[config.mk]
export PLATFORM = sky130hd
export DESIGN_NAME = wrr_arb_top
export DESIGN_NICKNAME = d
export VERILOG_FILES = /design/src/wrr_pkg.sv /design/src/wrr_arb_top.sv /design/src/wrr_arb.sv /design/src/wrr_weight_accum.sv /design/src/wrr_pri_rr_arb.sv
export SDC_FILE = /design/constraint.sdc
export NUM_CORES = 1
export LEC_CHECK = 0
export BUFFER_PORTS_ARGS = -buffer_cell sky130_fd_sc_hd__buf_2
export CORE_ASPECT_RATIO = 2
export CORE_MARGIN = 3
export CORE_UTILIZATION = 50
export DETAILED_ROUTE_END_ITERATION = 12
export GPL_ROUTABILITY_DRIVEN = 0
export PLACE_DENSITY_LB_ADDON = 0.12
export SLEW_MARGIN = 20
export SYNTH_ARGS = -nofsm -noshare
export SYNTH_HDL_FRONTEND = slang
export SYNTH_SLANG_ARGS = --single-unit
[constraint.sdc]
create_clock -name clk -period 8.9 [get_ports clk]
set_input_delay 0.89 -clock clk [delete_from_list [all_inputs] [get_ports clk]]
set_output_delay 0.89 -clock clk [all_outputs]
set_load 0.05 [all_outputs]
[src/wrr_pkg.sv]
// Sizes and types shared by the weighted round-robin arbiter
// The requester count must stay a power of two for the index arithmetic

package wrr_pkg;

  // ------------------------------
  // Sizes
  // ------------------------------

  // Number of requesters sharing the arbiter
  localparam int num_req = 4;

  // Largest weight software can program into one table entry
  localparam int max_weight = 7;

  // Accumulated credit saturates here instead of wrapping
  localparam int max_acc_weight = 15;

  // Widths derived from the values above
  localparam int weight_w = $clog2(max_weight + 1);
  localparam int acc_w = $clog2(max_acc_weight + 1);
  localparam int req_idx_w = $clog2(num_req);

  // ------------------------------
  // Types
  // ------------------------------

  // One bit per requester, used for request, grant and priority
  typedef logic [num_req-1:0] req_vec_t;

  typedef logic [weight_w-1:0] weight_t;

  // Whole weight table, entry i belongs to requester i
  typedef weight_t [num_req-1:0] weight_vec_t;

  typedef logic [acc_w-1:0] acc_t;

  typedef logic [req_idx_w-1:0] req_idx_t;

  // One-cycle weight write strobe, no acknowledge
  typedef struct packed {
    logic     valid;
    req_idx_t index;
    weight_t  weight;
  } cfg_write_t;

endpackage
[src/wrr_arb_top.sv]
// Top level with the software weight table, entries come up at weight 1
// A write is a single-cycle strobe and takes effect on the next cycle

`timescale 1ns/10ps

module wrr_arb_top (
  input  logic                clk,
  input  logic                rst_n,
  input  logic                enable_priority_update,
  input  wrr_pkg::cfg_write_t cfg,
  input  wrr_pkg::req_vec_t   request,
  output wrr_pkg::req_vec_t   grant
);

  // ------------------------------
  // Weight table
  // ------------------------------

  // One programmable weight per requester
  wrr_pkg::weight_vec_t weights;

  // Reset gives plain round-robin until software programs something else
  always_ff @(posedge clk) begin
    if (!rst_n) begin
      for (int i = 0; i < wrr_pkg::num_req; i++) begin
        weights[i] <= wrr_pkg::weight_t'(1);
      end
    end else if (cfg.valid) begin
      // Only the addressed entry changes, the others keep their value
      weights[cfg.index] <= cfg.weight;
    end
  end

  // ------------------------------
  // Weighted arbiter
  // ------------------------------

  // Credit already added from an old weight stays until it is spent
  wrr_arb u_arb (
    .clk                    (clk),
    .rst_n                  (rst_n),
    .enable_priority_update (enable_priority_update),
    .request                (request),
    .weights                (weights),
    .grant                  (grant)
  );

endmodule

[src/wrr_arb.sv]
// Weighted round-robin arbiter built from credit counters and a priority arbiter
// All state is frozen while enable_priority_update is low

`timescale 1ns/10ps

module wrr_arb (
  input  logic                 clk,
  input  logic                 rst_n,
  input  logic                 enable_priority_update,
  input  wrr_pkg::req_vec_t    request,
  input  wrr_pkg::weight_vec_t weights,
  output wrr_pkg::req_vec_t    grant
);

  // Requesters that still hold credit
  wrr_pkg::req_vec_t request_priority;

  // ------------------------------
  // Arbitration
  // ------------------------------

  // Credit holders win first, the pointer breaks ties within a level
  wrr_pri_rr_arb u_pri_rr_arb (
    .clk                    (clk),
    .rst_n                  (rst_n),
    .enable_priority_update (enable_priority_update),
    .request                (request),
    .request_priority       (request_priority),
    .grant                  (grant)
  );

  // ------------------------------
  // Round restart and credit spend
  // ------------------------------

  // True when at least one active requester still has credit
  logic credited_request;
  // Start of a new round, every counter is topped up by its weight
  logic incr_accumulated;
  // Grant as seen by the counters, masked so frozen cycles spend nothing
  wrr_pkg::req_vec_t decr_grant;

  assign credited_request = |(request & request_priority);

  // A round ends once every active requester has used up its credit
  assign incr_accumulated = enable_priority_update && (|request) && !credited_request;

  assign decr_grant = enable_priority_update ? grant : '0;

  // Counters feed back the priority bits that steer the next grant
  wrr_weight_accum u_weight_accum (
    .clk              (clk),
    .rst_n            (rst_n),
    .weights          (weights),
    .incr_valid       (incr_accumulated),
    .grant            (decr_grant),
    .request_priority (request_priority)
  );

endmodule

[src/wrr_weight_accum.sv]
// Saturating per-requester credit counters and the derived priority bits
// Add happens before the grant decrement within the same edge

`timescale 1ns/10ps

module wrr_weight_accum (
  input  logic                 clk,
  input  logic                 rst_n,
  input  wrr_pkg::weight_vec_t weights,
  input  logic                 incr_valid,
  input  wrr_pkg::req_vec_t    grant,
  output wrr_pkg::req_vec_t    request_priority
);

  // Current credit per requester
  wrr_pkg::acc_t [wrr_pkg::num_req-1:0] acc_q;
  // Credit after the optional add, before the decrement
  wrr_pkg::acc_t [wrr_pkg::num_req-1:0] acc_add;
  wrr_pkg::acc_t [wrr_pkg::num_req-1:0] acc_d;
  // One extra bit so the raw sum cannot overflow before saturation
  logic [wrr_pkg::num_req-1:0][wrr_pkg::acc_w:0] acc_sum;

  // ------------------------------
  // Next credit value
  // ------------------------------

  always_comb begin
    for (int i = 0; i < wrr_pkg::num_req; i++) begin
      acc_sum[i] = {1'b0, acc_q[i]};
      if (incr_valid) begin
        acc_sum[i] = acc_sum[i]
                   + {{(wrr_pkg::acc_w + 1 - wrr_pkg::weight_w){1'b0}}, weights[i]};
      end
      // Clamp at the saturation value rather than wrapping
      if (acc_sum[i] > (wrr_pkg::acc_w + 1)'(wrr_pkg::max_acc_weight)) begin
        acc_add[i] = wrr_pkg::acc_t'(wrr_pkg::max_acc_weight);
      end else begin
        acc_add[i] = acc_sum[i][wrr_pkg::acc_w-1:0];
      end
      // A granted requester spends one credit, never going below zero
      acc_d[i] = acc_add[i];
      if (grant[i] && (acc_add[i] != '0)) begin
        acc_d[i] = acc_add[i] - 1'b1;
      end
      // Any remaining credit lifts the requester to high priority
      request_priority[i] = |acc_q[i];
    end
  end

  // ------------------------------
  // Credit registers
  // ------------------------------

  always_ff @(posedge clk) begin
    if (!rst_n) begin
      acc_q <= '0;
    end else begin
      acc_q <= acc_d;
    end
  end

endmodule

[src/wrr_pri_rr_arb.sv]
// Two-level priority arbiter, grant is combinational from request and state
// Pointer moves only on enabled edges that grant something

`timescale 1ns/10ps

module wrr_pri_rr_arb (
  input  logic              clk,
  input  logic              rst_n,
  input  logic              enable_priority_update,
  input  wrr_pkg::req_vec_t request,
  input  wrr_pkg::req_vec_t request_priority,
  output wrr_pkg::req_vec_t grant
);

  // ------------------------------
  // Candidate selection
  // ------------------------------

  // High-priority requests that are actually asserted
  wrr_pkg::req_vec_t hi_request;
  // Requests that take part in the round-robin search this cycle
  wrr_pkg::req_vec_t candidates;
  logic              any_hi;

  assign hi_request = request & request_priority;
  assign any_hi     = |hi_request;

  // Low-priority requests only compete when no high-priority one is up
  assign candidates = any_hi ? hi_request : request;

  // ------------------------------
  // Round-robin search
  // ------------------------------

  // Index of the most recent grant, the search starts just after it
  wrr_pkg::req_idx_t ptr_q;
  // Index of the requester granted this cycle
  wrr_pkg::req_idx_t grant_idx;

  // Walk the offsets from farthest to nearest so the nearest candidate
  // after the pointer is the one left standing
  always_comb begin : find_grant
    wrr_pkg::req_idx_t idx;
    grant     = '0;
    grant_idx = ptr_q;
    for (int k = wrr_pkg::num_req; k >= 1; k--) begin
      // Truncation to the index width wraps around the requester ring
      idx = wrr_pkg::req_idx_t'(ptr_q + k);
      if (candidates[idx]) begin
        grant      = '0;
        grant[idx] = 1'b1;
        grant_idx  = idx;
      end
    end
  end

  // ------------------------------
  // Pointer register
  // ------------------------------

  // Reset to the last index so requester 0 wins the first tie
  always_ff @(posedge clk) begin
    if (!rst_n) begin
      ptr_q <= wrr_pkg::req_idx_t'(wrr_pkg::num_req - 1);
    end else if (enable_priority_update && |grant) begin
      ptr_q <= grant_idx;
    end
  end

endmodule

==> flow_summary.json <==
{
  "crit_type": "reg2out",
  "antenna_found_initial": 0,
  "cts-resized-gates": 0,
  "yosysMostFrequentCell": "dfxtp_1",
  "worstSkewPairLatency_ps": 280,
  "io_pins": 17,
  "rows": 35,
  "cp-start-kind": "register",
  "grt-ovfl-total": 0,
  "crit_required_ps": 8010,
  "netlist_top_cells_area": "dfxtp_1 (24%), ha_1 (10%), mux2i_1 (6.0%)",
  "synth_top_area_share_pct": 24.0,
  "ys_seq_area_share_pct": 24.0,
  "ys_types": 51,
  "drcViolationCount": 0,
  "grt_max_degree": 25,
  "grt_setup_unrepaired": "false",
  "hold_path_class": "reg2reg",
  "relSlewSlack_pct": 39.7,
  "synthCells": 285,
  "drv_slew": 0,
  "synth_commonest_cells": "dfxtp_1 (30), nor2_1 (28), inv_1 (21)",
  "wire_per_inst_um": 17.0,
  "area_delta_synth_final_pct": 7.60,
  "clk_path_buf_depth": 2,
  "cp.arrival_ps": 3570,
  "hold_path_depth": 2,
  "setup_viol": 0,
  "grt_use_total_pct": 21.4,
  "grt_pass1_vias": 2208,
  "die_h_um": 106,
  "setup_slack_ps": 4440,
  "num-fill-cells": 463,
  "cts_tree": "yes",
  "cp_max_fo": 11,
  "yosysWarnings": 0,
  "numCtsBuffers": 5,
  "cp-end-kind": "primary output",
  "avgSynthCellArea_um2": 8.78,
  "core_mm2": 0.00473,
  "drt_first_pass_iters": 4,
  "drtIter0Drc": 82,
  "synth_edf_count": 0,
  "ctsHoldBuffers": 0,
  "r2r.worst_path.cells": 9,
  "viasPerCell": 6.34,
  "antenna_left": 0,
  "async_reset_ff_share_pct": 0,
  "tightest_slew_ps": 904,
  "initial_utilization_pct": 52.9,
  "cts_root_buffer": "clkbuf_8",
  "drive_above_1_share_pct": 12.3,
  "diodes": 0,
  "cap_violations": 0,
  "htree_levels": 2,
  "synth_area_mm2": 0.00250,
  "dr_total_vias": 2250,
  "clk_pin_slew_ps": 70,
  "fin_crit_ps": 4460,
  "cts_sinks": 30,
  "synth-seq-cells": 30,
  "final_area_mm2": 0.00269,
  "synth_nets": 322,
  "die-area_mm2": 0.00594,
  "fin_tns_setup_ps": 0,
  "fin_nets": 337,
  "ys.flop_type": "dfxtp_1",
  "io_buffers": 16,
  "placed_cell_area_mm2": 0.00261,
  "hold_viol_final": 0,
  "grt_pass1_wl_um": 10300,
  "wl_um": 6020,
  "finalClockSkew_ps": 5.14,
  "yosysTopAreaCell": "dfxtp_1",
  "status": "complete, no violations",
  "finalCritPeriodShare_pct": 50.1,
  "pre_cts_ws_ps": 4510,
  "die_x_um": 56.0,
  "timing.fmax_mhz": 224,
  "hpwl_um": 4730,
  "post_cts_buffers": 0
}
==> worst max-delay path, cell delays in order, from the launching register on <==
cell	delay (ps)
dfxtp_1	370
o41ai_1	840
a41o_2	350
mux4_2	380
and2b_4	240
a222oi_1	700
buf_2	400
==> metal layers <==
layer  GRT usage (%)  share of wire (%)
met5               0                  0
met4            6.96                1.9
met3            2.92                2.9
met2            41.0                 56
met1            23.3                 40
==> cell families (layout without fill, tap and decap cells) <==
logic type	after synthesis	after routing	synth area share, %
simple gates	88	88	17.7
compound gates	75	75	22.4
flops	30	30	24.0
buf+inv	29	44	4.65
mux	25	25	13.2
fa+ha+maj	24	24	13.2
xor+xnor	14	14	4.90
==> final timing paths <==
kind / slack, ps / start / end
min reg2reg: 490 / weights[0] / weights[0]
max: 4440 / u_arb.u_weight_accum.acc_q[1] / grant[0]
max reg2reg: 4940 / u_arb.u_weight_accum.acc_q[1] / u_arb.u_weight_accum.acc_q[1]
min: 490 / weights[0] / weights[0]
==> sequential cells by signal (all words and copies together), names as in the netlist <==
signal	flops
u_arb.u_pri_rr_arb.ptr_q	2
u_arb.u_weight_accum.acc_q	16
weights	12
==> through the flow <==
stage                     utilization, %  cells  hold slack [ps]
final                               56.9    355              493
after global routing                56.9    355              531
after CTS                           56.9    355              498
after detailed placement            55.2    348              473
after global placement              55.2    348              464
after floorplan                        -    285              448
==> cell type report <==
type / instances / area [um2] / share of cell area, %
inverter: 21 / 78.8 / 2.93
clock buffer: 5 / 68.8 / 2.56
multi-input combinational: 226 / 1780 / 66.3
sequential: 30 / 601 / 22.3
clock inverter: 2 / 10.0 / 0.372
tap: 55 / 68.8 / 2.56
timing repair buffer: 16 / 80.1 / 2.98
==> cells in the final DEF, fill, tap and decap left out, types with 12 or more instances in the layout <==
cell type and instances:
ha_1 20, nor2_1 28, nand3_1 14, dfxtp_1 30, buf_2 16, nand2_1 12
o21ai_0 15, inv_1 21, a21oi_1 18, mux2i_1 15
Power is left out: the tool's default activity adds up to more than one toggle a clock period on the data nets, which glitch-free logic cannot reach.
